<file path="config.mk">
export PLATFORM = sky130hd
export DESIGN_NAME = mbc_addr_map_flat
export DESIGN_NICKNAME = d
export VERILOG_FILES = /design/src/source/cart_pkg.sv /design/src/source/cart_stage_if.sv /design/src/source/mbc_addr_map.sv /design/src/flat_wrapper.sv
export SDC_FILE = /design/constraint.sdc
export NUM_CORES = 1
export LEC_CHECK = 0
export BUFFER_PORTS_ARGS = -buffer_cell sky130_fd_sc_hd__buf_4
export CAP_MARGIN = 10
export CELL_PAD_IN_SITES_DETAIL_PLACEMENT = 1
export CELL_PAD_IN_SITES_GLOBAL_PLACEMENT = 2
export CORE_UTILIZATION = 22
export DETAILED_ROUTE_END_ITERATION = 6
export PLACE_DENSITY_LB_ADDON = 0.1
export SKIP_LAST_GASP = 1
export SLEW_MARGIN = 25
export SYNTH_ARGS = -nofsm -noshare
export SYNTH_HDL_FRONTEND = slang
export SYNTH_SLANG_ARGS = --single-unit
</file>
<file path="constraint.sdc">
create_clock -name clk_sys -period 2.7 [get_ports clk_sys]
set_clock_uncertainty 0.1 [all_clocks]
set_input_delay 0.54 -clock clk_sys [delete_from_list [all_inputs] [get_ports clk_sys]]
set_output_delay 0.54 -clock clk_sys [all_outputs]
set_load 0.01 [all_outputs]
</file>
<file path="src/source/cart_pkg.sv">
// ----------------------------------------------------------
// Shared types and constants for the cartridge mapper
// Address regions, header word offsets, MBC kinds and the
// structs that travel between the pipeline stages
// ----------------------------------------------------------
package cart_pkg;

	typedef logic [15:0] cpu_addr_t;   // CPU address bus
	typedef logic [7:0]  cpu_data_t;   // CPU data bus
	typedef logic [15:0] dl_word_t;    // Download data word
	typedef logic [22:0] rom_addr_t;   // 9 bit bank + 14 bit offset
	typedef logic [16:0] ram_addr_t;   // 4 bit bank + 13 bit offset
	typedef logic [8:0]  rom_bank_t;
	typedef logic [3:0]  ram_bank_t;

	typedef enum logic [2:0] {
		none,
		mbc1,
		mbc2,
		mbc3,
		mbc5
	} mbc_kind_t;

	// Header words, byte addresses in the download stream
	localparam logic [24:0] hdr_cgb_word  = 25'h142;
	localparam logic [24:0] hdr_type_word = 25'h146;   // High byte is cart type
	localparam logic [24:0] hdr_size_word = 25'h148;   // Low ROM size, high RAM size

	localparam logic [3:0] ram_enable_code = 4'hA;
	localparam rom_bank_t  rom_bank_reset  = 9'd1;
	localparam int unsigned cart_ram_bytes = 1 << 17;   // 16 banks of 8 KiB

	// CPU address regions, top three address bits
	localparam logic [2:0] region_ram_enable = 3'b000;
	localparam logic [2:0] region_rom_bank   = 3'b001;
	localparam logic [2:0] region_ram_bank   = 3'b010;
	localparam logic [2:0] region_mode       = 3'b011;
	localparam logic [2:0] region_cart_ram   = 3'b101;

	typedef struct packed {
		mbc_kind_t  kind;
		logic [8:0] rom_mask;
		logic [3:0] ram_mask;
	} cart_info_t;

	typedef struct packed {
		cpu_addr_t addr;
		logic      wr;
		cpu_data_t wdata;
	} cpu_access_t;

	// Bank register snapshot taken with each access
	typedef struct packed {
		rom_bank_t rom_bank;
		ram_bank_t ram_bank;
		logic      mbc1_mode;
		logic      rtc_mode;
		logic      ram_enable;
	} bank_state_t;

	typedef struct packed {
		cpu_access_t acc;
		bank_state_t bank;
	} banked_access_t;

	typedef struct packed {
		logic      is_rom;
		logic      is_ram;
		logic      wr;
		rom_addr_t rom_addr;
		ram_addr_t ram_addr;
		cpu_data_t wdata;
		logic      ram_enable;
		logic      rtc_mode;
		logic      nibble_ram;   // MBC2 4 bit RAM
	} mapped_access_t;

endpackage
</file>
<file path="src/source/cart_stage_if.sv">
// ----------------------------------------------------------
// Valid/ready link between two mapper pipeline stages
// Producer uses source, consumer uses sink
// ----------------------------------------------------------
`timescale 1ns/1ps

interface cart_stage_if #(
	parameter type payload_t = cart_pkg::mapped_access_t
);

	logic     valid;     // Payload present
	logic     ready;     // Consumer can take it
	payload_t payload;

	// Transfer on any clock with valid and ready both high
	modport source (
		output valid,
		output payload,
		input  ready
	);

	modport sink (
		input  valid,
		input  payload,
		output ready
	);

endinterface

</file>
<file path="src/source/mbc_addr_map.sv">
// ----------------------------------------------------------
// Address map stage
// Turns a tagged CPU access into a ROM byte address or a
// cartridge RAM address for the current MBC kind
// ----------------------------------------------------------
`timescale 1ns/1ps

module mbc_addr_map (
	input  logic                 clk_sys,
	input  logic                 reset,
	input  cart_pkg::cart_info_t info,
	cart_stage_if.sink           in_link,
	cart_stage_if.source         out_link
);

	cart_pkg::banked_access_t in_item;
	cart_pkg::mapped_access_t mapped;
	cart_pkg::mapped_access_t out_item;
	cart_pkg::rom_bank_t      cur_bank;     // 0 in the low ROM region
	cart_pkg::rom_bank_t      rom_bank;
	cart_pkg::ram_bank_t      ram_bank;
	logic [1:0]               mbc1_bank2;   // MBC1 upper bank bits
	logic [6:0]               mbc1_bank;
	logic                     out_valid;
	logic                     take;

	assign in_item       = in_link.payload;
	assign in_link.ready = ~out_valid | out_link.ready;
	assign take          = in_link.valid & in_link.ready;

	always_comb begin
		cur_bank   = in_item.acc.addr[14] ? in_item.bank.rom_bank : '0;
		// Mode 0 keeps bank2 off the low ROM region and RAM
		mbc1_bank2 = in_item.bank.ram_bank[1:0] &
			{2{in_item.acc.addr[14] | in_item.bank.mbc1_mode}};
		mbc1_bank  = {mbc1_bank2, cur_bank[4:0]} & info.rom_mask[6:0];
		case (info.kind)
			cart_pkg::mbc1: begin
				rom_bank = {2'b00, mbc1_bank};
				ram_bank = {2'b00, mbc1_bank2 & info.ram_mask[1:0]};
			end
			cart_pkg::mbc2: begin
				rom_bank = {5'd0, cur_bank[3:0] & info.rom_mask[3:0]};   // 16 banks
				ram_bank = '0;   // Single 512 x 4 bit RAM
			end
			cart_pkg::mbc3: begin
				rom_bank = {2'b00, cur_bank[6:0] & info.rom_mask[6:0]};
				ram_bank = {2'b00, in_item.bank.ram_bank[1:0] & info.ram_mask[1:0]};
			end
			cart_pkg::mbc5: begin
				rom_bank = cur_bank & info.rom_mask;
				ram_bank = in_item.bank.ram_bank & info.ram_mask;
			end
			default: begin
				rom_bank = {8'd0, in_item.acc.addr[14]};   // Plain 32 KiB ROM
				ram_bank = '0;
			end
		endcase

		mapped.is_rom     = ~in_item.acc.addr[15];
		mapped.is_ram     = (in_item.acc.addr[15:13] == cart_pkg::region_cart_ram);
		mapped.wr         = in_item.acc.wr;
		mapped.rom_addr   = {rom_bank, in_item.acc.addr[13:0]};
		mapped.ram_addr   = {ram_bank, in_item.acc.addr[12:0]};
		mapped.wdata      = in_item.acc.wdata;
		mapped.ram_enable = in_item.bank.ram_enable;
		mapped.rtc_mode   = in_item.bank.rtc_mode;
		mapped.nibble_ram = (info.kind == cart_pkg::mbc2) &&
			(in_item.acc.addr[15:9] == 7'b1010000);   // 0xA000 to 0xA1FF
	end

	always_ff @(posedge clk_sys) begin
		if (reset)
			out_valid <= 1'b0;
		else if (take)
			out_valid <= 1'b1;
		else if (out_link.ready)
			out_valid <= 1'b0;
	end

	always_ff @(posedge clk_sys) begin
		if (take)
			out_item <= mapped;
	end

	assign out_link.valid   = out_valid;
	assign out_link.payload = out_item;

endmodule

</file>
<file path="src/flat_wrapper.sv">
// flat-port wrapper written by rule: the top's interface ports become plain ports
module mbc_addr_map_flat 
  (clk_sys, reset, info, in_link_valid, in_link_payload, in_link_ready, out_link_valid, out_link_payload, out_link_ready);
  cart_stage_if in_link_i ();
  cart_stage_if out_link_i ();
  input  logic clk_sys;
  input  logic reset;
  input  cart_pkg::cart_info_t info;
  input wire logic [$bits(in_link_i.valid)-1:0] in_link_valid;
  input wire logic [$bits(in_link_i.payload)-1:0] in_link_payload;
  output wire logic [$bits(in_link_i.ready)-1:0] in_link_ready;
  output wire logic [$bits(out_link_i.valid)-1:0] out_link_valid;
  output wire logic [$bits(out_link_i.payload)-1:0] out_link_payload;
  input wire logic [$bits(out_link_i.ready)-1:0] out_link_ready;
  assign in_link_i.valid = in_link_valid;
  assign in_link_i.payload = in_link_payload;
  assign in_link_ready = in_link_i.ready;
  assign out_link_valid = out_link_i.valid;
  assign out_link_payload = out_link_i.payload;
  assign out_link_i.ready = out_link_ready;
  mbc_addr_map u_core (.clk_sys(clk_sys), .reset(reset), .info(info), .in_link(in_link_i), .out_link(out_link_i));
endmodule
</file>
Word-level counts from Yosys, hierarchy flattened
Cells that the tools add are included.
{"block": "totals", "input_bits": 74, "word_cells": 36, "output_inout_bits": 56, "ff_bits": 55}
{"block": "op_classes", "n_eq_ne": 6, "n_reduce_logical": 2, "muxes": 5, "bitwise_logic": 13}
{"operator": "9-bit case mux with 4 select lines", "count": 1}
{"operator": "7-bit bitwise AND", "count": 2}
{"operator": "4-bit case mux with 3 select lines", "count": 1}
{"operator": "9-bit bitwise AND", "count": 1}
{"operator": "9-bit 2-to-1 mux", "count": 1}
{"operator": "4-bit bitwise AND", "count": 2}
{"operator": "7-bit equality test (second input constant)", "count": 1}
{"operator": "2-bit bitwise AND", "count": 3}
{"operator": "3-bit by 2-bit equality test with 1-bit output (second input constant)", "count": 2}
{"operator": "3-bit equality test (second input constant)", "count": 2}
{"operator": "3-bit by 1-bit equality test with 1-bit output (second input constant)", "count": 1}
{"operator": "1-bit 2-to-1 mux", "count": 2}
{"operator": "1-bit NOT", "count": 2}
{"operator": "1-bit bitwise OR", "count": 2}
{"operator": "2-bit nonzero test", "count": 1}
{"operator": "1-bit bitwise AND", "count": 1}
{"operator": "1-bit logical AND", "count": 1}

Depth between registers and ports, before layout
{"block": "logic_depth", "depth_word": 4, "ltp_mapped": 3, "ltp_nobuf": 3}

Worst setup path before layout
No wires, ideal clock.
{"block": "synth_path", "path_type": "input -> register", "startpoint": "in out_link_ready", "endpoint": "reg u_core.out_item, in the netlist u_core.out_link.payload[0] (enable)", "cell_stages": 2, "path_slack_ns": 0.455, "path_buffers": 0, "setup_time_ns": 0.402, "arrival_ns": 1.742, "required_time_ns": 2.198, "path_cell_list": "nand2b_1 and2_1"}
{"block": "synth_between", "elab_chain_cells": 2}
{"item": "start, declared", "line_no": "flat_wrapper.sv:14", "rtl": "input wire logic [$bits(out_link_i.ready)-1:0] out_link_ready;"}
{"item": "1-bit bitwise OR", "line_no": "mbc_addr_map.sv:28", "rtl": "assign in_link.ready = ~out_valid | out_link.ready;"}
{"item": "1-bit bitwise AND", "line_no": "mbc_addr_map.sv:29", "rtl": "assign take = in_link.valid & in_link.ready;"}
{"item": "via u_core.take", "line_no": "mbc_addr_map.sv:25", "rtl": "logic take;"}
{"item": "end signal, assigned", "line_no": "mbc_addr_map.sv:83", "rtl": "out_item <= mapped;"}
{"item": "end, declared", "line_no": "mbc_addr_map.sv:18", "rtl": "cart_pkg::mapped_access_t out_item;"}
The timed path passes the listed nets, and every way through them passes these cells.
A chain may end at the register's enable or synchronous reset.

Final worst setup path
{"block": "layout_path", "startpoint": "in out_link_ready", "endpoint": "out in_link_ready"}
{"block": "layout_between", "elab_chain_cells": 1}
{"item": "1-bit bitwise OR", "line_no": "mbc_addr_map.sv:28"}
{"item": "end, declared", "line_no": "flat_wrapper.sv:11", "rtl": "output wire logic [$bits(in_link_i.ready)-1:0] in_link_ready;"}
Every way passes these cells.

==> reports/metrics.cfg <==
[route]
drt_iter0_drc=15
vias_per_cell=3.96
ant_nets=0
wl_per_cell_um=13.2
drcViolationCount=0
finalWirelength_mm=4.07
via_count=1215
first_pass_iters=3

[clock_network]
cts_resized=0
cts_tree=yes
root_buffer=clkbuf_8
clk_path_buf_depth=2
ctsHoldBuffers=0
cts_made_buffers=5
worstSkewPairLatency_ps=280
postCtsSetupRepairBufs=0
cts_sinks=42
htreeDepth=2
clkTransAtPathRegs_ps=70

[global_routing]
grt_overflow=0
grtUsageTotal=0.108
grt_pass1_wl_mm=5.95
antenna_found_initial=0
grt_pass1_vias=1234
grt_max_degree=27

[job]
maxCapViolCount=0

[layout]
layout_common_cells=buf_4 (116), edfxtp_1 (41), nand2_1 (10)
final_area_um2=2580
n_fill_cell=794
synthToLayoutAreaGrowth_pct=62.4
final_common_cell=buf_4
nNetsFinal=285
multi_input_area_um2=233
regArea_um2=1250
antennaDiodeCount=0
fin_util=0.374
drive_gt1_frac=0.602

[critical_path]
cpPeakStageDelay_ps=160
worst-setup-path-type=input port to output port
path_delay_family=buffers and inverters
crit_slowest_cell=nand2b_1
worstPathArrival_ps=950
cp_cell_sequence=buf_4, nand2b_1, buf_4
cpMostUsedCell=buf_4
startpoint_type=input port
endpoint_kind=output port
critPathMaxFanout=3
cp_num_buf_inv=2
critPathRequiredTime_ps=2060

[logic_synthesis]
yosysSeqAreaShare=0.786
ys_ff_latch=42
synth.distinct_cells=23
syn_area_per_cell_um2=15.9
syn_area_um2=1590
synthCells=100
syn-num-nets=174
yosysWarningCount=0

[sta]
hold_viol=0
timing.final.crit_period_ps=1590
finalMaxSlewViolations=0
worstMarginPinSlew_ps=418
rsz0062_at_grt=false
max-slew-margin-rel=0.721
period_share=0.590
timing.setup.tns_ps=0
finalSetupViolCount=0
fmax_mhz=628

[die]
fp.dieArea_um2=7580
core_area_um2=6910
initial_core_util=0.230
die_h_um=87.1
rows=30
die_w_um=87.1
io-pin-count=130

[placed_design]
dp_hpwl_mm=3.26
placed_area_um2=2510
port_buffers=116
gp_congestion=0.711

[worst_hold_path]
hp-class=input port to flop

[power_and_ir_drop]
ir_worst_vdd_mv=0.147
powerDensity_nw_per_um2=526
leakagePower_nw=1.14

[status]
status=finished, final reports clean

==> path summary, 6_finish.rpt <==
kind | start | end | slack (ps) | depth (start not counted)
setup / recovery | out_link_ready | in_link_ready | 1110 | 3
hold / removal | reset | u_core.out_link.valid | 310 | 2
setup reg to reg | u_core.out_link.valid | u_core.out_link.payload[9] | 1220 | 3
hold reg to reg | u_core.out_link.valid | u_core.out_link.valid | 430 | 2
==> per-stage QoR <==
stage               hold slack [ps]  power [mW]  instances  worst slack (ps)
detailed placement              424        1.00        300               841
global route                    291        1.43        307              1080
floorplan                       493       0.858        100               455
global placement                397       0.998        300               857
CTS                             299        1.39        307              1110
finish                          310        1.36        307              1110
==> power breakdown <==
group	leakage [nW]	total (mW)	switching, mW	internal, mW
logic	0.685	0.212	0.0875	0.124
clock network	0.0438	0.376	0.203	0.174
registers	0.409	0.772	0.0132	0.759
total	1.14	1.36	0.304	1.06
==> cell families (layout without fill, tap and decap cells) <==
group / after synthesis / in the layout / synth area share
flops: 42 / 42 / 0.786
simple gates: 34 / 34 / 0.116
compound gates: 8 / 8 / 0.0299
buf+inv: 16 / 127 / 0.0684
==> metal layers <==
layer  GRT usage  part of all wire  vias to the layer above
met5           0                 0                        -
met1       0.111              0.34                      573
met4      0.0409            0.0071                        0
li1            -                 -                      577
met2       0.202              0.56                       63
met3      0.0379             0.089                        2
==> cell usage after synthesis (all sizes together) <==
cell,count,area [um^2]
a21oi,2,10.0
o22a,1,8.76
nor3,1,5.00
o22ai,2,12.5
nand2b,2,12.5
edfxtp,41,1230
buf,13,97.6
inv,3,11.3
nor2,5,18.8
and2,1,6.26
or3,2,13.8
a31oi,1,6.26
dfxtp,1,20.0
nor4b,1,8.76
nor4,1,6.26
and3,6,37.5
nand2,10,37.5
or3b,1,11.3
o21ai,2,10.0
and3b,1,8.76
nand3,2,10.0
nor3b,1,7.51
==> registers in the layout, summed over array words and instances, names as in the netlist <==
name / count
u_core.out_link.valid: 1
u_core.out_link.payload: 41
==> final cells by class <==
class,count,share of cell area
well taps,96,0.0465
repair buffers,117,0.345
multi-input cells,42,0.0900
flip-flops and latches,42,0.484
clock inverters,2,0.00387
inverters,3,0.00436
clock buffers,5,0.0266
No activity file was read; power rests on OpenSTA's default activity.
