## config.mk

```make
export PLATFORM = sky130hd
export DESIGN_NAME = cart_header_capture
export DESIGN_NICKNAME = d
export VERILOG_FILES = /design/src/source/cart_pkg.sv /design/src/source/cart_header_capture.sv
export SDC_FILE = /design/constraint.sdc
export NUM_CORES = 1
export LEC_CHECK = 0
export BUFFER_PORTS_ARGS = -buffer_cell sky130_fd_sc_hd__buf_4
export CAP_MARGIN = 20
export CORE_ASPECT_RATIO = 0.9
export CORE_MARGIN = 2
export CORE_UTILIZATION = 45
export CTS_CLUSTER_SIZE = 24
export DETAILED_ROUTE_END_ITERATION = 10
export GPL_ROUTABILITY_DRIVEN = 0
export PLACE_DENSITY = 0.74
export REMOVE_ABC_BUFFERS = 1
export SKIP_LAST_GASP = 1
export SYNTH_ARGS = -nofsm -noshare
export SYNTH_HDL_FRONTEND = slang
export SYNTH_SLANG_ARGS = --single-unit
```

## constraint.sdc

```tcl
create_clock -name clk_sys -period 4.72 [get_ports clk_sys]
set_input_delay 0.708 -clock clk_sys [delete_from_list [all_inputs] [get_ports clk_sys]]
set_output_delay 0.708 -clock clk_sys [all_outputs]
set_load 0.005 [all_outputs]
```

## src/source/cart_pkg.sv

```systemverilog
// ----------------------------------------------------------
// Shared types and constants for the cartridge mapper
// Address regions, header word offsets, MBC kinds and the
// structs that travel between the pipeline stages
// ----------------------------------------------------------
package cart_pkg;

	typedef logic [15:0] cpu_addr_t;   // CPU address bus
	typedef logic [7:0]  cpu_data_t;   // CPU data bus
	typedef logic [15:0] dl_word_t;    // Download data word
	typedef logic [22:0] rom_addr_t;   // 9 bit bank + 14 bit offset
	typedef logic [16:0] ram_addr_t;   // 4 bit bank + 13 bit offset
	typedef logic [8:0]  rom_bank_t;
	typedef logic [3:0]  ram_bank_t;

	typedef enum logic [2:0] {
		none,
		mbc1,
		mbc2,
		mbc3,
		mbc5
	} mbc_kind_t;

	// Header words, byte addresses in the download stream
	localparam logic [24:0] hdr_cgb_word  = 25'h142;
	localparam logic [24:0] hdr_type_word = 25'h146;   // High byte is cart type
	localparam logic [24:0] hdr_size_word = 25'h148;   // Low ROM size, high RAM size

	localparam logic [3:0] ram_enable_code = 4'hA;
	localparam rom_bank_t  rom_bank_reset  = 9'd1;
	localparam int unsigned cart_ram_bytes = 1 << 17;   // 16 banks of 8 KiB

	// CPU address regions, top three address bits
	localparam logic [2:0] region_ram_enable = 3'b000;
	localparam logic [2:0] region_rom_bank   = 3'b001;
	localparam logic [2:0] region_ram_bank   = 3'b010;
	localparam logic [2:0] region_mode       = 3'b011;
	localparam logic [2:0] region_cart_ram   = 3'b101;

	typedef struct packed {
		mbc_kind_t  kind;
		logic [8:0] rom_mask;
		logic [3:0] ram_mask;
	} cart_info_t;

	typedef struct packed {
		cpu_addr_t addr;
		logic      wr;
		cpu_data_t wdata;
	} cpu_access_t;

	// Bank register snapshot taken with each access
	typedef struct packed {
		rom_bank_t rom_bank;
		ram_bank_t ram_bank;
		logic      mbc1_mode;
		logic      rtc_mode;
		logic      ram_enable;
	} bank_state_t;

	typedef struct packed {
		cpu_access_t acc;
		bank_state_t bank;
	} banked_access_t;

	typedef struct packed {
		logic      is_rom;
		logic      is_ram;
		logic      wr;
		rom_addr_t rom_addr;
		ram_addr_t ram_addr;
		cpu_data_t wdata;
		logic      ram_enable;
		logic      rtc_mode;
		logic      nibble_ram;   // MBC2 4 bit RAM
	} mapped_access_t;

endpackage
```

## src/source/cart_header_capture.sv

```systemverilog
// ----------------------------------------------------------
// Cartridge header capture
// Watches the download stream for the type and size words
// and derives the MBC kind plus ROM and RAM bank masks
// ----------------------------------------------------------
`timescale 1ns/1ps

module cart_header_capture (
	input  logic                 clk_sys,
	input  logic                 reset,
	input  logic                 dl_active,
	input  logic                 dl_wr,
	input  logic [24:0]          dl_addr,
	input  cart_pkg::dl_word_t   dl_data,
	output cart_pkg::cart_info_t info
);

	logic [7:0] type_byte;   // Cartridge type at 0x147
	logic [7:0] rom_size;    // ROM size code at 0x148
	logic [7:0] ram_size;    // RAM size code at 0x149
	logic [9:0] rom_span;

	always_ff @(posedge clk_sys) begin
		if (reset) begin
			type_byte <= '0;
			rom_size  <= '0;
			ram_size  <= '0;
		end else if (dl_active && dl_wr) begin
			case (dl_addr)
				cart_pkg::hdr_type_word: type_byte <= dl_data[15:8];
				cart_pkg::hdr_size_word: begin
					rom_size <= dl_data[7:0];
					ram_size <= dl_data[15:8];
				end
				default: ;
			endcase
		end
	end

	// ---- Kind decode -----------------------------------------
	always_comb begin
		if (type_byte inside {[8'd1:8'd3]})
			info.kind = cart_pkg::mbc1;
		else if (type_byte inside {[8'd5:8'd6]})
			info.kind = cart_pkg::mbc2;
		else if (type_byte inside {[8'd15:8'd19]})
			info.kind = cart_pkg::mbc3;
		else if (type_byte inside {[8'd25:8'd30]})
			info.kind = cart_pkg::mbc5;
		else
			info.kind = cart_pkg::none;   // ROM only or unsupported
	end

	// 2 banks for size 0 and 512 banks at size 8
	assign rom_span = (10'd2 << rom_size[3:0]) - 10'd1;
	assign info.rom_mask = (rom_size <= 8'd8) ? rom_span[8:0] : 9'd127;

	// Sizes 0 to 2 fit in one bank and size 3 has four
	assign info.ram_mask = (ram_size <= 8'd2) ? 4'd0 :
		(ram_size == 8'd3) ? 4'd3 : 4'd15;

endmodule

```

# Word level (Yosys, flattened, before mapping)
# Cells that the tools add are included.
dict set report op_classes {
  shift 1
  order_cmp 10
  mux 7
  n_reduce_logical 7
  add_sub_neg 1
  eq_ne 3
}
# op count
set ops {}
lappend ops {{== test 25 x 9 -> 1 bit, second input constant} 2}
lappend ops {{less-or-equal comparator 8 x 2 -> 1 bit, second input constant} 2}
lappend ops {{less-or-equal comparator 8 x 5 -> 1 bit, second input constant} 2}
lappend ops {{two-way mux 3 bit} 4}
lappend ops {{two-way mux 9 bit} 1}
lappend ops {{left shift 2 x 4 -> 9 bit, first input constant} 1}
lappend ops {{subtractor 9 x 1 -> 9 bit, second input constant} 1}
lappend ops {{== test 8 x 2 -> 1 bit, second input constant} 1}
lappend ops {{greater-or-equal comparator 8 x 1 -> 1 bit, second input constant} 1}
lappend ops {{greater-or-equal comparator 8 x 3 -> 1 bit, second input constant} 1}
lappend ops {{greater-or-equal comparator 8 x 4 -> 1 bit, second input constant} 1}
lappend ops {{greater-or-equal comparator 8 x 5 -> 1 bit, second input constant} 1}
lappend ops {{less-or-equal comparator 8 x 3 -> 1 bit, second input constant} 1}
lappend ops {{less-or-equal comparator 8 x 4 -> 1 bit, second input constant} 1}
lappend ops {{two-way mux 4 bit} 2}
lappend ops {{logical AND 1 bit} 5}
lappend ops {{AND reduction 2 bit} 2}
dict set report totals {
  ff_bits 24
}

# Longest topological paths before layout
# Gate-level depths: netlist of the first run.
dict set report logic_depth {
  word_depth 6
  mapped_depth 7
  mapped_depth_nobuf 6
}

# Worst setup path before layout of the first run
# OpenSTA, ideal clock, no wires.
dict set report synth_timing {
  path_type {register to output}
  from {register rom_size[1]}
  to {output info[11] in the netlist's numbering}
  stages_incl_launch_ff 8
  t_arrival_ns 1.649
  path_slack_ns 2.363
  cell_sequence {dfxtp_1 -> clkbuf_1 -> nor3_1 -> nand2_1 -> ha_1 -> or3_1 -> a21oi_1 -> o21a_1}
}
# item line_no
set synth_lines {}
lappend synth_lines {{start: declaration} cart_header_capture.sv:19} ;# logic [7:0] rom_size;
lappend synth_lines {{start signal: assignment} cart_header_capture.sv:32} ;# rom_size <= dl_data[7:0];
lappend synth_lines {{end: declaration} cart_header_capture.sv:15} ;# output cart_pkg::cart_info_t info

==> out/metrics.csv, run 1 <==
stage;metric;value;unit
run_status;status;completed;
global_routing;vias in the first global route;1419;
cells_and_area;share of post-route cells with drive strength above 1;31.8;%
clocking;Num Clock Sinks;24;
global_routing;total grt overflow;0;
clocking;clk_lat worst skew;0.33;ns
pwr;worst vdd ir;0.000123;V
detailed_routing;DRT Pass-1 Iters;6;
sta;Tightest Pin Transition;0.810;ns
place;Placed Cells;258;
sta;Period Utilization, post-route;61.8;%
place;Post-DP HPWL;2.69;mm
pwr;leakage power;0.715;nW
global_routing;antenna violations before repair;0;
logic_synthesis;ys flop type;dfxtp_1;
floorplanning;core area;0.00302;mm2
clocking;CTS tree;done;
floorplanning;die area;0.00357;mm2
logic_synthesis;Yosys reg bits;24;
sta;Slew Limit Fails;0;
global_routing;GRT Total Usage;21.3;%
logic_synthesis;async set-reset flop share out of synthesis;0;%
logic_synthesis;Post-synth EDFFs;0;
detailed_routing;vias per cell;5.78;
clocking;CTS H-tree depth;1;
detailed_routing;Starting DRT DRC Count;124;
cells_and_area;final net count;267;
pwr;Pwr Total;0.354;mW
clocking;Clock Path Buffers;2;
clocking;clock root cell;clkbuf_4;
global_routing;first-pass GRT wire length;6.12;mm
logic_synthesis;Post-synth top cells;o21ai_0, a21oi_1, nand4_1;
logic_synthesis;Synth top area share;34.3;%
critical_path;Setup CP Type;flop to primary output;
detailed_routing;vias;1514;
floorplanning;# IOs;61;
logic_synthesis;cells after synthesis;175;
logic_synthesis;Yosys warnings;0;
worst_hold_path;Hold Path Depth;2;
sta;max_slew headroom;45.9;%
logic_synthesis;most common cell in the synthesized netlist;o21ai_0;
clocking;number of CTS-inserted buffers;3;
detailed_routing;antenna viol nets, final;0;
critical_path;Worst setup EP type;primary output;
clocking;postcts setup bufs;0;
sta;final setup vio count;0;
sta;Final Critical Period;2.92;ns
detailed_routing;drt total wl;3.59;mm
floorplanning;Die Wd;62.8;um
sta;Max Freq;0.343;GHz
sta;setup TNS;0;ns
cells_and_area;final cell count without fillers;262;
logic_synthesis;biggest area consumer among synthesized cells;dfxtp_1;
clocking;hold_buf cts;0;
cells_and_area;ant diodes;0;
place;IO buf count;59;
critical_path;Worst Path Max Fanout;8;
floorplanning;# rows;19;
cells_and_area;area grow syn2layout;29.6;%
logic_synthesis;largest cells by area after synthesis;dfxtp_1, nand4_1, o21ai_0;
logic_synthesis;Cell variety after synth;36;
logic_synthesis;syn avg cell area;7.99;um2
detailed_routing;WL/cell;13.7;um
clocking;cts repair resizes;0;
critical_path;CP Data Required Time;4.01;ns
pwr;Power Dens Cells;195;mW/mm2
sta;Final Hold Viols;0;
logic_synthesis;mapped cell area;0.00140;mm2
critical_path;crit path DAT;2.21;ns
clocking;Worst-path clk slew;0.14;ns
cells_and_area;FILL cells;271;
sta;RSZ-0062 raised after global routing;false;
sta;Clock Skews;0;ns
critical_path;Worst R2R Path Depth;2;
logic_synthesis;sequential area share after synthesis;34.3;%
detailed_routing;drt drc;0;
run;max-cap viol count;0;
floorplanning;Die Span Y;56.9;um
global_routing;largest net degree at the start of global routing;25;
worst_hold_path;Worst Hold Class;flop to flop;
floorplanning;Initial Util;46.3;%
critical_path;Critical Path Source Type;flop;
==> layout make-up <==
cell class,instances,area [um2],area share [%]
inverters,1,3.75,0.207
flip-flops and latches,24,480,26.5
clock buffers,4,36.3,2.00
multi-input cells,132,797,44.0
repair buffers,59,443,24.4
well taps,42,52.6,2.90
==> per-stage QoR <==
step                      util, %  hold slack, ns  instance area, um2  worst slack, ns
after floorplan                 -           0.438                1280             2.45
after global placement       58.8           0.457                1780             2.29
after detailed placement     58.8           0.466                1780             2.21
after CTS                    60.0           0.484                1810             1.82
after global routing         60.0           0.510                1810             1.60
final                        60.0           0.484                1810             1.80
==> critical path, stage by stage (launching register included) <==
cell and delay [ns]:
dfxtp_1 0.39, nor3_1 0.41, nand2_1 0.11, ha_1 0.25, or3_1 0.36, a21oi_1 0.13
o21a_1 0.13, buf_4 0.10
==> power by group <==
part / switching, mW / total [mW] / internal (mW)
registers: 0.00000000199 / 0.203 / 0.203
logic: 0.0150 / 0.0409 / 0.0259
clock network: 0.0634 / 0.111 / 0.0473
total: 0.0783 / 0.354 / 0.276
==> flip-flops by register name (all words and copies together), names as in the netlist <==
register,cells
type_byte,8
ram_size,8
rom_size,8
==> layer usage <==
metal  GRT usage [%]  share of wire (%)
met5               0                  0
met4            9.84               0.95
met3            4.21                5.9
met2            36.3                 49
met1            26.0                 44
==> cells by family (layout without fill, tap and decap cells) <==
family	Yosys count	in the layout	share of synthesized area [%]
compound gates	62	62	23.3
xor+xnor	1	1	0.626
fa+ha+maj	1	1	0.894
buf+inv	19	64	8.68
flops	24	24	34.3
other cells	1	1	0.268
simple gates	67	67	31.8
==> layout by cell type, fill, tap and decap left out, drive strengths merged, types with 3 or more instances in the layout <==
master and count:
nand2 8, nor4 6, and3 3, clkbuf 4
nand4 25, nand3 5, a21oi 27, buf 59
dfxtp 24, nor2 4, o21ai 29
==> final timing paths <==
path | start | endpoint | slack, ns
min | ram_size[2] | ram_size[2] | 0.48
max reg2reg | rom_size[2] | rom_size[2] | 3.88
max | rom_size[0] | info[11] | 1.80
min reg2reg | ram_size[2] | ram_size[2] | 0.48
No activity file was read; power rests on OpenSTA's default activity.
==> run 2, diff against run 1 <==
- CORE_UTILIZATION: 45 -> 42
- PLACE_DENSITY: 0.74 -> 0.73
- clock period: 4.72 -> 2.55 ns (I/O delays scaled with it)
==> out/metrics.csv, run 2 (synthesized netlist as in run 1, its figures left out) <==
stage;metric;value;unit;change
global_routing;GRT Total Usage;20.9;%;-0.45 points
sta;RSZ-0062 raised after global routing;false;;
place;IO buf count;59;;unchanged
clocking;clock root cell;clkbuf_8;;
cells_and_area;most common cell after layout, fill and taps aside;buf_4;;
cells_and_area;commonest non-fill, non-tap cells in the layout;buf_4, o21ai_0, a21oi_1, nand4_1, dfxtp_1;;
sta;final setup vio count;0;;unchanged
critical_path;Worst setup EP type;primary output;;
detailed_routing;Starting DRT DRC Count;62;;-50%
sta;Max Freq;0.416;GHz;
global_routing;antenna violations before repair;0;;unchanged
critical_path;Critical Path Source Type;flop;;
critical_path;CP Data Required Time;2.17;ns;-1.84 ns
clocking;CTS tree;done;;
critical_path;crit path capture;info[11];;
detailed_routing;drt total wl;3.79;mm;+5.7%
sta;Final Critical Period;2.40;ns;
run_status;status;completed;;
floorplanning;Die Wd;64.8;um;+3.3%
detailed_routing;antenna viol nets, final;0;;unchanged
clocking;CTS H-tree depth;1;;unchanged
clocking;number of CTS-inserted buffers;3;;unchanged
global_routing;vias in the first global route;1451;;+2.3%
floorplanning;Die Span Y;58.8;um;+3.3%
pwr;share of power burned in registers;52.8;%;-4.4 points
worst_hold_path;Worst Hold Class;input pin to flop;;
floorplanning;# IOs;61;;unchanged
critical_path;Worst Path Max Fanout;8;;unchanged
sta;Slew Limit Fails;0;;unchanged
pwr;leakage power;0.750;nW;+4.9%
pwr;power share of the combinational group;10.8;%;-0.7 points
global_routing;largest net degree at the start of global routing;25;;unchanged
floorplanning;# rows;19;;unchanged
sta;max_slew headroom;54.6;%;+8.7 points
pwr;Internal Power;0.561;mW;+100%
cells_and_area;final net count;271;;+1.5%
sta;Clock Skews;0;ns;unchanged
sta;setup TNS;0;ns;unchanged
floorplanning;die area;0.00381;mm2;+6.6%
sta;setup slack after layout;0.147;ns;-1.66 ns
cells_and_area;ant diodes;0;;unchanged
cells_and_area;Top Registers;ram_size x8, rom_size x8, type_byte x8;;
run;max-cap viol count;0;;unchanged
critical_path;Critical R2R Capture;rom_size[2];;
pwr;switching pwr;0.148;mW;+89%
detailed_routing;drt drc;0;;unchanged
detailed_routing;vias;1534;;+1.3%
pwr;Power Dens Cells;378;mW/mm2;+93%
cells_and_area;area grow syn2layout;34.2;%;
sta;Tightest Pin Transition;0.675;ns;-0.134 ns
global_routing;total grt overflow;0;;unchanged
critical_path;crit path DAT;2.02;ns;-0.19 ns
clocking;clk_lat worst skew;0.26;ns;-0.07 ns
sta;Final Hold Viols;0;;unchanged
clocking;hold_buf cts;0;;unchanged
pwr;Clock power frac;36.4;%;+5.2 points
detailed_routing;DRT Pass-1 Iters;5;;-1
floorplanning;core area;0.00311;mm2;+3.1%
cells_and_area;FF/Latch Area;482;um2;+0.26%
cells_and_area;multi-input logic area;811;um2;+1.7%
sta;Period Utilization, post-route;94.2;%;
cells_and_area;design area;0.00188;mm2;+3.5%
clocking;Clock Path Buffers;2;;unchanged
critical_path;Critical R2R Launch;rom_size[2];;
pwr;worst vdd ir;0.000311;V;+150%
pwr;switch share;20.9;%;-1.2 points
cells_and_area;FILL cells;287;;+5.9%
place;DP Area;0.00181;mm2;+1.7%
global_routing;first-pass GRT wire length;6.29;mm;+2.7%
clocking;Worst-path clk slew;0.08;ns;-0.06 ns
floorplanning;Initial Util;44.9;%;-1.4 points
critical_path;Worst R2R Path Depth;2;;unchanged
critical_path;Setup CP Type;flop to primary output;;
place;worst slack, placed;0.295;ns;-1.92 ns
detailed_routing;WL/cell;14.3;um;+4.2%
clocking;postcts setup bufs;0;;unchanged
place;Post-DP HPWL;2.91;mm;+8.1%
critical_path;R2R setup slack;1.65;ns;-2.23 ns
detailed_routing;vias per cell;5.77;;-0.20%
cells_and_area;share of post-route cells with drive strength above 1;34.4;%;+2.6 points
clocking;Num Clock Sinks;24;;unchanged
critical_path;CP Launch Point;rom_size[0];;
## run 2: per-stage QoR
| step | hold WS [ns] | power [mW] | utilization, % | cells |
|---|---|---|---|---|
| 2_1_floorplan | 0.438 | 0.394 | - | 157 |
| 3_3_place_gp | 0.457 | 0.458 | 58.0 | 262 |
| 3_5_place_dp | 0.464 | 0.460 | 58.0 | 262 |
| 4_1_cts | 0.373 | 0.712 | 59.9 | 266 |
| 5_1_grt | 0.373 | 0.735 | 60.3 | 266 |
| 6_report | 0.375 | 0.709 | 60.3 | 266 |
## run 2: worst min-delay path by stage
stage	slack, ns	start	depth (start not counted)	end
final	0.37	dl_data[3]	3	rom_size[3]
after global routing	0.37	dl_data[7]	3	rom_size[7]
after CTS	0.37	dl_data[3]	3	rom_size[3]
after detailed placement	0.46	type_byte[6]	2	type_byte[6]
after global placement	0.46	type_byte[7]	2	type_byte[7]
after floorplan	0.44	type_byte[7]	2	type_byte[7]
## run 2: layer usage
layer	vias up	part of all wire [%]	global-route usage [%]
li1	765	-	-
met1	724	41	23.9
met2	43	53	40.8
met3	2	5.5	4.97
met4	0	0.11	1.82
met5	-	0	0
## run 2: area by class of cell
cell class                      instances  share of cell area (%)
Sequential cell                        24                    25.7
Timing Repair Buffer                   63                    25.2
Inverter                                1                   0.200
Clock buffer                            4                    2.93
Multi-Input combinational cell        132                    43.2
Tap cell                               42                    2.80
## run 2: critical path: stages (launching register included)
cell	delay (ns)
dfxtp_1	0.40
nor3_4	0.25
nand2_1	0.08
ha_1	0.24
or3_1	0.37
a21oi_1	0.16
o21a_1	0.16
buf_4	0.11
## run 2: power groups by stage
stage | Clock, mW | Sequential, mW | Combinational, mW
2_1_floorplan | 0 | 0.383 | 0.0103
3_3_place_gp | 0 | 0.383 | 0.0752
3_5_place_dp | 0 | 0.383 | 0.0770
4_1_cts | 0.261 | 0.374 | 0.0773
5_1_grt | 0.278 | 0.374 | 0.0830
6_report | 0.258 | 0.374 | 0.0767
## run 2: repair_timing
item                                    CTS  global route
endpoints found under the hold margin     0             0
gates resized for setup                   1             3
endpoints found under the setup margin    1             1
