===== config.mk =====
export PLATFORM = sky130hd
export DESIGN_NAME = mbc_bank_regs_flat
export DESIGN_NICKNAME = d
export VERILOG_FILES = /design/src/source/cart_pkg.sv /design/src/source/cart_stage_if.sv /design/src/source/mbc_bank_regs.sv /design/src/flat_wrapper.sv
export SDC_FILE = /design/constraint.sdc
export NUM_CORES = 1
export LEC_CHECK = 0
export BUFFER_PORTS_ARGS = -buffer_cell sky130_fd_sc_hd__buf_2
export CORE_AREA = 2 2 72 80
export DETAILED_ROUTE_END_ITERATION = 12
export DIE_AREA = 0 0 74 82
export PLACE_DENSITY = 0.73
export SYNTH_ARGS = -nofsm -noshare
export SYNTH_HDL_FRONTEND = slang
export SYNTH_SLANG_ARGS = --single-unit

===== constraint.sdc =====
create_clock -name clk_sys -period 5.55 [get_ports clk_sys]
set_clock_uncertainty 0.2 [all_clocks]
set_input_delay 1.11 -clock clk_sys [delete_from_list [all_inputs] [get_ports clk_sys]]
set_output_delay 1.11 -clock clk_sys [all_outputs]
set_load 0.02 [all_outputs]

===== src/source/cart_pkg.sv =====
// ----------------------------------------------------------
// Shared types and constants for the cartridge mapper
// Address regions, header word offsets, MBC kinds and the
// structs that travel between the pipeline stages
// ----------------------------------------------------------
package cart_pkg;

	typedef logic [15:0] cpu_addr_t;   // CPU address bus
	typedef logic [7:0]  cpu_data_t;   // CPU data bus
	typedef logic [15:0] dl_word_t;    // Download data word
	typedef logic [22:0] rom_addr_t;   // 9 bit bank + 14 bit offset
	typedef logic [16:0] ram_addr_t;   // 4 bit bank + 13 bit offset
	typedef logic [8:0]  rom_bank_t;
	typedef logic [3:0]  ram_bank_t;

	typedef enum logic [2:0] {
		none,
		mbc1,
		mbc2,
		mbc3,
		mbc5
	} mbc_kind_t;

	// Header words, byte addresses in the download stream
	localparam logic [24:0] hdr_cgb_word  = 25'h142;
	localparam logic [24:0] hdr_type_word = 25'h146;   // High byte is cart type
	localparam logic [24:0] hdr_size_word = 25'h148;   // Low ROM size, high RAM size

	localparam logic [3:0] ram_enable_code = 4'hA;
	localparam rom_bank_t  rom_bank_reset  = 9'd1;
	localparam int unsigned cart_ram_bytes = 1 << 17;   // 16 banks of 8 KiB

	// CPU address regions, top three address bits
	localparam logic [2:0] region_ram_enable = 3'b000;
	localparam logic [2:0] region_rom_bank   = 3'b001;
	localparam logic [2:0] region_ram_bank   = 3'b010;
	localparam logic [2:0] region_mode       = 3'b011;
	localparam logic [2:0] region_cart_ram   = 3'b101;

	typedef struct packed {
		mbc_kind_t  kind;
		logic [8:0] rom_mask;
		logic [3:0] ram_mask;
	} cart_info_t;

	typedef struct packed {
		cpu_addr_t addr;
		logic      wr;
		cpu_data_t wdata;
	} cpu_access_t;

	// Bank register snapshot taken with each access
	typedef struct packed {
		rom_bank_t rom_bank;
		ram_bank_t ram_bank;
		logic      mbc1_mode;
		logic      rtc_mode;
		logic      ram_enable;
	} bank_state_t;

	typedef struct packed {
		cpu_access_t acc;
		bank_state_t bank;
	} banked_access_t;

	typedef struct packed {
		logic      is_rom;
		logic      is_ram;
		logic      wr;
		rom_addr_t rom_addr;
		ram_addr_t ram_addr;
		cpu_data_t wdata;
		logic      ram_enable;
		logic      rtc_mode;
		logic      nibble_ram;   // MBC2 4 bit RAM
	} mapped_access_t;

endpackage

===== src/source/cart_stage_if.sv =====
// ----------------------------------------------------------
// Valid/ready link between two mapper pipeline stages
// Producer uses source, consumer uses sink
// ----------------------------------------------------------
`timescale 1ns/1ps

interface cart_stage_if #(
	parameter type payload_t = cart_pkg::mapped_access_t
);

	logic     valid;     // Payload present
	logic     ready;     // Consumer can take it
	payload_t payload;

	// Transfer on any clock with valid and ready both high
	modport source (
		output valid,
		output payload,
		input  ready
	);

	modport sink (
		input  valid,
		input  payload,
		output ready
	);

endinterface


===== src/source/mbc_bank_regs.sv =====
// ----------------------------------------------------------
// Bank register stage
// Applies CPU writes to the MBC bank registers and forwards
// each access tagged with the bank state it saw
// ----------------------------------------------------------
`timescale 1ns/1ps

module mbc_bank_regs (
	input  logic                  clk_sys,
	input  logic                  reset,
	input  logic                  dl_active,
	input  cart_pkg::cart_info_t  info,
	input  cart_pkg::cpu_access_t cpu_in,
	input  logic                  cpu_valid,
	output logic                  cpu_ready,
	cart_stage_if.source          out_link
);

	cart_pkg::bank_state_t    bank;        // Live register state
	cart_pkg::banked_access_t out_item;
	logic                     out_valid;
	logic                     dl_active_q;
	logic                     dl_start;    // New image download begins
	logic                     take;
	logic                     is_mbc5;
	logic [2:0]               region;

	assign cpu_ready = ~out_valid | out_link.ready;   // Empty or draining
	assign take      = cpu_valid & cpu_ready;
	assign region    = cpu_in.addr[15:13];
	assign is_mbc5   = (info.kind == cart_pkg::mbc5);
	assign dl_start  = dl_active & ~dl_active_q;

	always_ff @(posedge clk_sys) begin
		if (reset)
			dl_active_q <= 1'b0;
		else
			dl_active_q <= dl_active;
	end

	// ---- Register writes -------------------------------------
	always_ff @(posedge clk_sys) begin
		if (reset || dl_start) begin
			bank.rom_bank   <= cart_pkg::rom_bank_reset;
			bank.ram_bank   <= '0;
			bank.mbc1_mode  <= 1'b0;
			bank.rtc_mode   <= 1'b0;
			bank.ram_enable <= 1'b0;
		end else if (take && cpu_in.wr) begin
			case (region)
				cart_pkg::region_ram_enable:
					bank.ram_enable <= (cpu_in.wdata[3:0] == cart_pkg::ram_enable_code);
				cart_pkg::region_rom_bank: begin
					if (is_mbc5) begin
						if (cpu_in.addr[12])
							bank.rom_bank[8] <= cpu_in.wdata[0];   // 0x3000 high bit
						else
							bank.rom_bank[7:0] <= cpu_in.wdata;    // 0x2000 low byte
					end else if (cpu_in.wdata[6:0] == 7'd0) begin
						bank.rom_bank <= cart_pkg::rom_bank_reset;  // Bank 0 maps to 1
					end else begin
						bank.rom_bank <= {2'b00, cpu_in.wdata[6:0]};
					end
				end
				cart_pkg::region_ram_bank: begin
					if (info.kind == cart_pkg::mbc3) begin
						bank.rtc_mode <= cpu_in.wdata[3];   // Clock register select
						if (!cpu_in.wdata[3])
							bank.ram_bank <= {2'b00, cpu_in.wdata[1:0]};
					end else if (is_mbc5) begin
						bank.ram_bank <= cpu_in.wdata[3:0];
					end else begin
						bank.ram_bank <= {2'b00, cpu_in.wdata[1:0]};
					end
				end
				cart_pkg::region_mode:
					if (info.kind == cart_pkg::mbc1)
						bank.mbc1_mode <= cpu_in.wdata[0];
				default: ;
			endcase
		end
	end

	// ---- Output register -------------------------------------
	always_ff @(posedge clk_sys) begin
		if (reset)
			out_valid <= 1'b0;
		else if (take)
			out_valid <= 1'b1;
		else if (out_link.ready)
			out_valid <= 1'b0;
	end

	always_ff @(posedge clk_sys) begin
		if (take) begin
			out_item.acc  <= cpu_in;
			out_item.bank <= bank;   // State before this write
		end
	end

	assign out_link.valid   = out_valid;
	assign out_link.payload = out_item;

endmodule


===== src/flat_wrapper.sv =====
// flat-port wrapper written by rule: the top's interface ports become plain ports
module mbc_bank_regs_flat 
  (clk_sys, reset, dl_active, info, cpu_in, cpu_valid, cpu_ready, out_link_valid, out_link_payload, out_link_ready);
  cart_stage_if out_link_i ();
  input  logic clk_sys;
  input  logic reset;
  input  logic dl_active;
  input  cart_pkg::cart_info_t info;
  input  cart_pkg::cpu_access_t cpu_in;
  input  logic cpu_valid;
  output logic cpu_ready;
  output wire logic [$bits(out_link_i.valid)-1:0] out_link_valid;
  output wire logic [$bits(out_link_i.payload)-1:0] out_link_payload;
  input wire logic [$bits(out_link_i.ready)-1:0] out_link_ready;
  assign out_link_valid = out_link_i.valid;
  assign out_link_payload = out_link_i.payload;
  assign out_link_i.ready = out_link_ready;
  mbc_bank_regs u_core (.clk_sys(clk_sys), .reset(reset), .dl_active(dl_active), .info(info), .cpu_in(cpu_in), .cpu_valid(cpu_valid), .cpu_ready(cpu_ready), .out_link(out_link_i));
endmodule

Yosys cells after proc, flatten, opt, wreduce, memory -nomap -nowiden
Index checks and enable logic that the tools add are counted.
Operators by class
  eq/ne operators: 10
  bitwise operators: 5
  mux-type cells: 9
  reductions and logical operators: 11
Operator list (number)
  3-bit AND reduction: 5
  4-bit 2-to-1 mux: 3
  3-bit by 2-bit == test with 1-bit output (second input constant): 3
  9-bit 2-to-1 mux: 1
  8-bit 2-to-1 mux: 1
  7-bit logical NOT: 1
  7-bit 2-to-1 mux: 1
  3-bit by 1-bit == test with 1-bit output (second input constant): 2
  2-bit inequality test (second input constant): 3
  4-bit == test (second input constant): 1
  3-bit == test (second input constant): 1
  3-bit logical NOT: 1
  1-bit 2-to-1 mux: 3
  1-bit bitwise AND: 2
  1-bit NOT: 2
  2-bit AND reduction: 1
  2-bit nonzero test: 1
  1-bit logical AND: 1
  1-bit logical OR: 1
  1-bit OR: 1
Storage, ports and cells
  input port bits: 46
  register bits: 59
  logic and storage cells: 51

Logic depth before layout (Yosys ltp)
Gate-level depths: netlist of run 1.
  depth in word-level cells: 5
  depth in mapped cells: 6
  gate-level depth less buffers: 4

Worst setup path before layout of run 1
Ideal clock, no wire load.
  path kind: input port to flip-flop
  start: input port out_link_ready
  end: register u_core.out_item (netlist bit u_core.out_link.payload[0]), enable pin
  cell stages on the path: 3
  setup slack: 2498 ps
  required time: 4948 ps
  buffers on the path: 1
  arrival: 2449 ps
  cells stage by stage: nand2b_1 -> buf_2 -> and2_1
Between the ends
  longest elaborated chain between the ends: 2
RTL lines
  start, declared: RTL line flat_wrapper.sv:14  | input wire logic [$bits(out_link_i.ready)-1:0] out_link_ready;
  1-bit OR: RTL line mbc_bank_regs.sv:28  | assign cpu_ready = ~out_valid | out_link.ready;
  net cpu_ready: RTL line flat_wrapper.sv:11  | output logic cpu_ready;
  1-bit bitwise AND: RTL line mbc_bank_regs.sv:29  | assign take = cpu_valid & cpu_ready;
  net u_core.take: RTL line mbc_bank_regs.sv:24  | logic take;
  end, declared: RTL line mbc_bank_regs.sv:20  | cart_pkg::banked_access_t out_item;
The timed path passes the listed nets, and every way through them passes these cells.
A chain may end at the register's enable or synchronous reset.

Final worst setup path of run 1
  start: input port out_link_ready
  end: output port cpu_ready
Between the ends
  longest elaborated chain between the ends: 1
RTL lines (RTL line)
  1-bit OR: mbc_bank_regs.sv:28
  end, declared: flat_wrapper.sv:11
Every way passes these cells.

==> flow_metrics.env, run 1 <==
export IMPL_outcome="finished clean"
export IMPL_grt_pass1_vias=1351
export IMPL_antenna_left=0
export IMPL_rows=28
export IMPL_startpoint_type="input pin"
export IMPL_endpoint_kind="output port"
export IMPL_dieArea_sq_um=6070
export IMPL_hold_violations=0
export IMPL_setup_viol=0
export IMPL_synth_ff_type="edfxtp_1"
export IMPL_dp_cells=299
export IMPL_regArea_sq_um=1590
export IMPL_design_core_area_sq_um=5290
export IMPL_min_path_type="reg -> reg"
export IMPL_tightest_slew_ns=0.963
export IMPL_drt_iter0_markers=100
export IMPL_drive_gt1_share_pct=40.0
export IMPL_synth_seq_area_share_pct=72.6
export IMPL_grt_max_degree=42
export IMPL_grt_first_pass_wirelength_um=6230
export IMPL_numPortBuffers=75
export IMPL_place_gp_congestion=0.752
export IMPL_peakVddDrop_uv=150
export IMPL_grt_usage_pct=14.2
export IMPL_cts_buffer_depth=2
export IMPL_clkLatencyLatePin_ns=0.32
export IMPL_diodes=0
export IMPL_cts_buffers=9
export IMPL_syn_inst=155
export IMPL_die_y_um=82
export IMPL_synth_edff_count=41
export IMPL_overflow=0
export IMPL_ys_async_sr_fraction_pct=0
export IMPL_yosys_warnings=0
export IMPL_fin_crit_ns=2.99
export IMPL_die_w_um=74
export IMPL_cts_tree="yes"
export IMPL_fillers=470
export IMPL_maxCapViolations=0
export IMPL_rsz0062_at_grt="no"
export IMPL_design_area_sq_um=2790
export IMPL_fin_cells=315
export IMPL_leakage_nw=1.11
export IMPL_initial_utilization_pct=41.4
export IMPL_syn_to_final_growth_pct=27.3
export IMPL_io_pins=102
export IMPL_final_period_utilization_pct=53.8
export IMPL_cts_setup_buffers=0
export IMPL_hpwl_um=2840
export IMPL_hold_depth=0
export IMPL_synth_cell_types=33
export IMPL_slew_violations=0
export IMPL_multiInputGateArea_sq_um=517
export IMPL_placed_area_sq_um=2580
export IMPL_fin_setup_tns_ns=0
export IMPL_avgSynthCellArea_sq_um=14.1
export IMPL_maxSlewHeadroom_pct=35.8
export IMPL_drc=0
export IMPL_ff2ff_path_depth=2
export IMPL_cts_resized=0
export IMPL_antenna_found_initial=0
export IMPL_wl_per_cell_um=13.1
export IMPL_synth_area_sq_um=2190
export IMPL_firstDrtPassIters=4
export IMPL_vias_per_cell=4.68
export IMPL_crit_arrival_ns=1.68
export IMPL_clk_pin_slew_ns=0.06
export IMPL_yosys_register_bits=59
export IMPL_ctsHoldBuffers=0
export IMPL_worstSetupPathType="in -> out"
export IMPL_h_tree_depth=3
export IMPL_fin_nets=281
export IMPL_fmax_mhz=335
export IMPL_power_uw=983
export IMPL_required_ns=4.24
export IMPL_power_density_nw_per_um2=352
export IMPL_cts_sinks=59
export IMPL_clockRootBuffer="clkbuf_8"
export IMPL_worst_path_max_fanout=9
export IMPL_wl_um=4140
export IMPL_vias=1473
## flip-flops by register name, summed over array words and instances (netlist names)
name and flops:
u_core.dl_active_q 1, u_core.out_link.payload 41, u_core.out_link.valid 1, u_core.bank 16
## per-stage QoR
step / setup WS (ns) / util [%] / hold WS, ns
after global routing: 2.48 / 52.7 / 0.243
after CTS: 2.55 / 52.7 / 0.227
after floorplan: 2.50 / - / 0.202
after detailed placement: 2.56 / 48.8 / 0.214
final: 2.56 / 52.7 / 0.223
after global placement: 2.56 / 48.8 / 0.210
## logic make-up (layout without fill, tap and decap cells)
kind of cell    Yosys count  after routing  share of synthesized area [%]
compound gates           31             31                           7.31
buf+inv                  19             92                           5.94
flops                    59             59                           72.6
mux                       1              1                          0.457
other cells               1             13                          0.171
simple gates             44             44                           13.5
## cells in the final DEF, fill, tap and decap left out, types with 2 or more instances in the layout
master and n:
a21oi_1 15, and3_1 3, buf_2 75, bufinv_16 2, clkbuf_1 2, clkbuf_8 9
clkinv_2 2, conb_1 13, dfxtp_1 18, edfxtp_1 41, nand2_1 3, nand3_1 10
nand4_1 6, nor2_1 3, nor2b_1 4, o21ai_0 6, o21ai_1 8
## synthesized netlist by cell type, drive strengths merged, types with 3 or more instances
master,n,area share [%]
nor2b,4,1.1
o21ai,14,3.2
nand4,6,1.7
a21oi,15,3.4
buf,17,5.6
edfxtp,41,56
dfxtp,18,16
nand2,3,0.51
nor2,3,0.51
nand3,11,2.7
and3,3,0.86
## final timing paths
path / startpoint / end / slack [ns]
worst min register to register: u_core.bank[15] / u_core.out_link.payload[15] / 0.22
worst min-delay path: u_core.bank[15] / u_core.out_link.payload[15] / 0.22
worst max-delay path: out_link_ready / cpu_ready / 2.56
worst max register to register: u_core.out_link.valid / u_core.out_link.payload[3] / 3.57
## critical path, cell delays in order
cell and delay (ns):
buf_2 0.09, nand2b_1 0.25, buf_2 0.22
## routing by layer
metal  routed length, um  track usage (%)
met1                1760             17.6
met2                1940             21.9
met3                 384             4.54
met4                  55             8.18
met5                   0                0
## area by class of cell
class / instances / area share, %
Multi-Input combinational cell: 89 / 18.5
Clock inverter: 5 / 2.78
Tap cell: 75 / 3.36
Inverter: 1 / 0.135
Timing Repair Buffer: 75 / 13.5
Sequential cell: 59 / 57.0
Clock buffer: 11 / 4.71
## power breakdown
group	total [mW]	internal (mW)	switching [mW]
Combinational	0.0833	0.0242	0.0591
Clock	0.406	0.251	0.155
Sequential	0.493	0.490	0.00364
Total	0.983	0.765	0.217
Power figures use the tool's default switching activity.
==> run 2: changes to the inputs <==
--- a/config.mk
+++ b/config.mk
@@ -6,9 +6,9 @@
 export NUM_CORES = 1
 export LEC_CHECK = 0
 export BUFFER_PORTS_ARGS = -buffer_cell sky130_fd_sc_hd__buf_2
-export CORE_AREA = 2 2 72 80
+export CORE_AREA = 2 2 73 82
 export DETAILED_ROUTE_END_ITERATION = 12
-export DIE_AREA = 0 0 74 82
+export DIE_AREA = 0 0 75 84
 export PLACE_DENSITY = 0.73
 export SYNTH_ARGS = -nofsm -noshare
 export SYNTH_HDL_FRONTEND = slang
==> constraint.sdc (replaced) <==
create_clock -name clk_sys -period 2.6 [get_ports clk_sys]
set_clock_uncertainty 0.2 [all_clocks]
set_input_delay 0.52 -clock clk_sys [delete_from_list [all_inputs] [get_ports clk_sys]]
set_output_delay 0.52 -clock clk_sys [all_outputs]
set_load 0.02 [all_outputs]
==> run 2 against run 1 <==
Design area grew 0.85%. Count of clock-buffer cells in the layout unchanged. Register-to-register slack got worse by 2.5 ns. Power increased by 110%. Clock power increased by 100%. Hold slack got worse by 0.060 ns. Non-clock buffer count up 2. Final cell count increased by 1.3%.
==> flow_metrics.env, run 2 (synthesis results as in run 1) <==
export IMPL_outcome="finished clean"
export IMPL_diodes=0
export IMPL_hpwl_um=3020
export IMPL_io_pins=102
export IMPL_hold_violations=0
export IMPL_rsz0062_at_grt="no"
export IMPL_h_tree_depth=3
export IMPL_cp_common_cell="buf_2"
export IMPL_final_setup_worst_slack_ns=0.812
export IMPL_design_area_sq_um=2810
export IMPL_worst_path_max_fanout=8
export IMPL_fin_util_pct=50.7
export IMPL_dp_cells=303
export IMPL_crit_arrival_ns=1.07
export IMPL_initial_utilization_pct=39.5
export IMPL_cts_buffer_depth=2
export IMPL_cts_buffers=9
export IMPL_overflow=0
export IMPL_antenna_found_initial=0
export IMPL_grt_first_pass_wirelength_um=6330
export IMPL_endpoint_kind="output port"
export IMPL_min_path_type="in -> reg"
export IMPL_cts_tree="yes"
export IMPL_numPortBuffers=75
export IMPL_firstDrtPassIters=4
export IMPL_vias=1492
export IMPL_drive_gt1_share_pct=40.9
export IMPL_clkLatencyLatePin_ns=0.32
export IMPL_placed_area_sq_um=2610
export IMPL_cts_sinks=59
export IMPL_cts_setup_buffers=0
export IMPL_setup_viol=0
export IMPL_cts_resized=0
export IMPL_grt_max_degree=30
export IMPL_peakVddDrop_uv=325
export IMPL_largest_reg_flops=41
export IMPL_critPathSlowestCell="buf_4"
export IMPL_die_y_um=84
export IMPL_grt_pass1_vias=1297
export IMPL_most_common_layout_cells="buf_2, edfxtp_1, dfxtp_1"
export IMPL_die_w_um=75
export IMPL_path_cells="buf_2 -> nand2b_1 -> buf_4 -> buf_2"
export IMPL_fmax_mhz=559
export IMPL_drc=0
export IMPL_fillers=515
export IMPL_clockRootBuffer="clkbuf_8"
export IMPL_syn_to_final_growth_pct=28.4
export IMPL_ctsHoldBuffers=0
export IMPL_layout_commonest_cell="buf_2"
export IMPL_final_period_utilization_pct=68.8
export IMPL_fin_setup_tns_ns=0
export IMPL_power_density_nw_per_um2=730
export IMPL_power_mw=2.05
export IMPL_holdWs_ns=0.163
export IMPL_dieArea_sq_um=6300
export IMPL_design_core_area_sq_um=5550
export IMPL_vias_per_cell=4.68
export IMPL_slew_violations=0
export IMPL_leakage_nw=1.13
export IMPL_place_gp_congestion=0.748
export IMPL_startpoint_type="input pin"
export IMPL_antenna_left=0
export IMPL_fin_crit_ns=1.79
export IMPL_drt_iter0_markers=62
export IMPL_fin_nets=283
export IMPL_grt_usage_pct=13.8
export IMPL_wl_um=4130
export IMPL_fin_cells=319
export IMPL_required_ns=1.88
export IMPL_wl_per_cell_um=12.9
export IMPL_worstSetupPathType="in -> out"
export IMPL_maxCapViolations=0
export IMPL_max_stage_delay_ns=0.16
export IMPL_clk_pin_slew_ns=0.06
export IMPL_preCtsSetupSlack_ns=0.708
export IMPL_rows=29
[run 2: routing by layer]
metal | part of all wire (%) | wire length (um) | GRT usage, %
met3 | 11 | 447 | 4.95
met5 | 0 | 0 | 0
met2 | 47 | 1950 | 20.5
met1 | 39 | 1630 | 16.9
met4 | 2.4 | 98 | 8.28
[run 2: cell type report]
cell class / instances / area, sq um / share of cell area (%)
Clock inverter: 5 / 51.3 / 1.82
Sequential cell: 59 / 1590 / 56.6
Timing Repair Buffer: 77 / 403 / 14.3
Tap cell: 77 / 96.3 / 3.42
Multi-Input combinational cell: 89 / 517 / 18.4
Clock buffer: 11 / 151 / 5.38
Inverter: 1 / 3.75 / 0.133
[run 2: power by group]
part,internal [mW],switching (mW),total (mW)
Sequential,1.04,0.00753,1.05
Clock,0.487,0.332,0.820
Combinational,0.0565,0.126,0.183
Total,1.59,0.466,2.05
[run 2: worst max-delay path: cells and delay by family]
family / cells / cell delay (ns)
buffers and inverters: 3 / 0.41
AND/OR/NAND/NOR: 1 / 0.14
[run 2: worst paths after layout]
check | from | cells after the start | slack [ns] | end
worst max-delay path | out_link_ready | 4 | 0.81 | cpu_ready
worst min-delay path | cpu_in[10] | 1 | 0.16 | u_core.out_link.payload[26]
worst max register to register | u_core.out_link.valid | 3 | 1.09 | u_core.out_link.payload[39]
worst min register to register | u_core.bank[3] | 0 | 0.23 | u_core.out_link.payload[3]
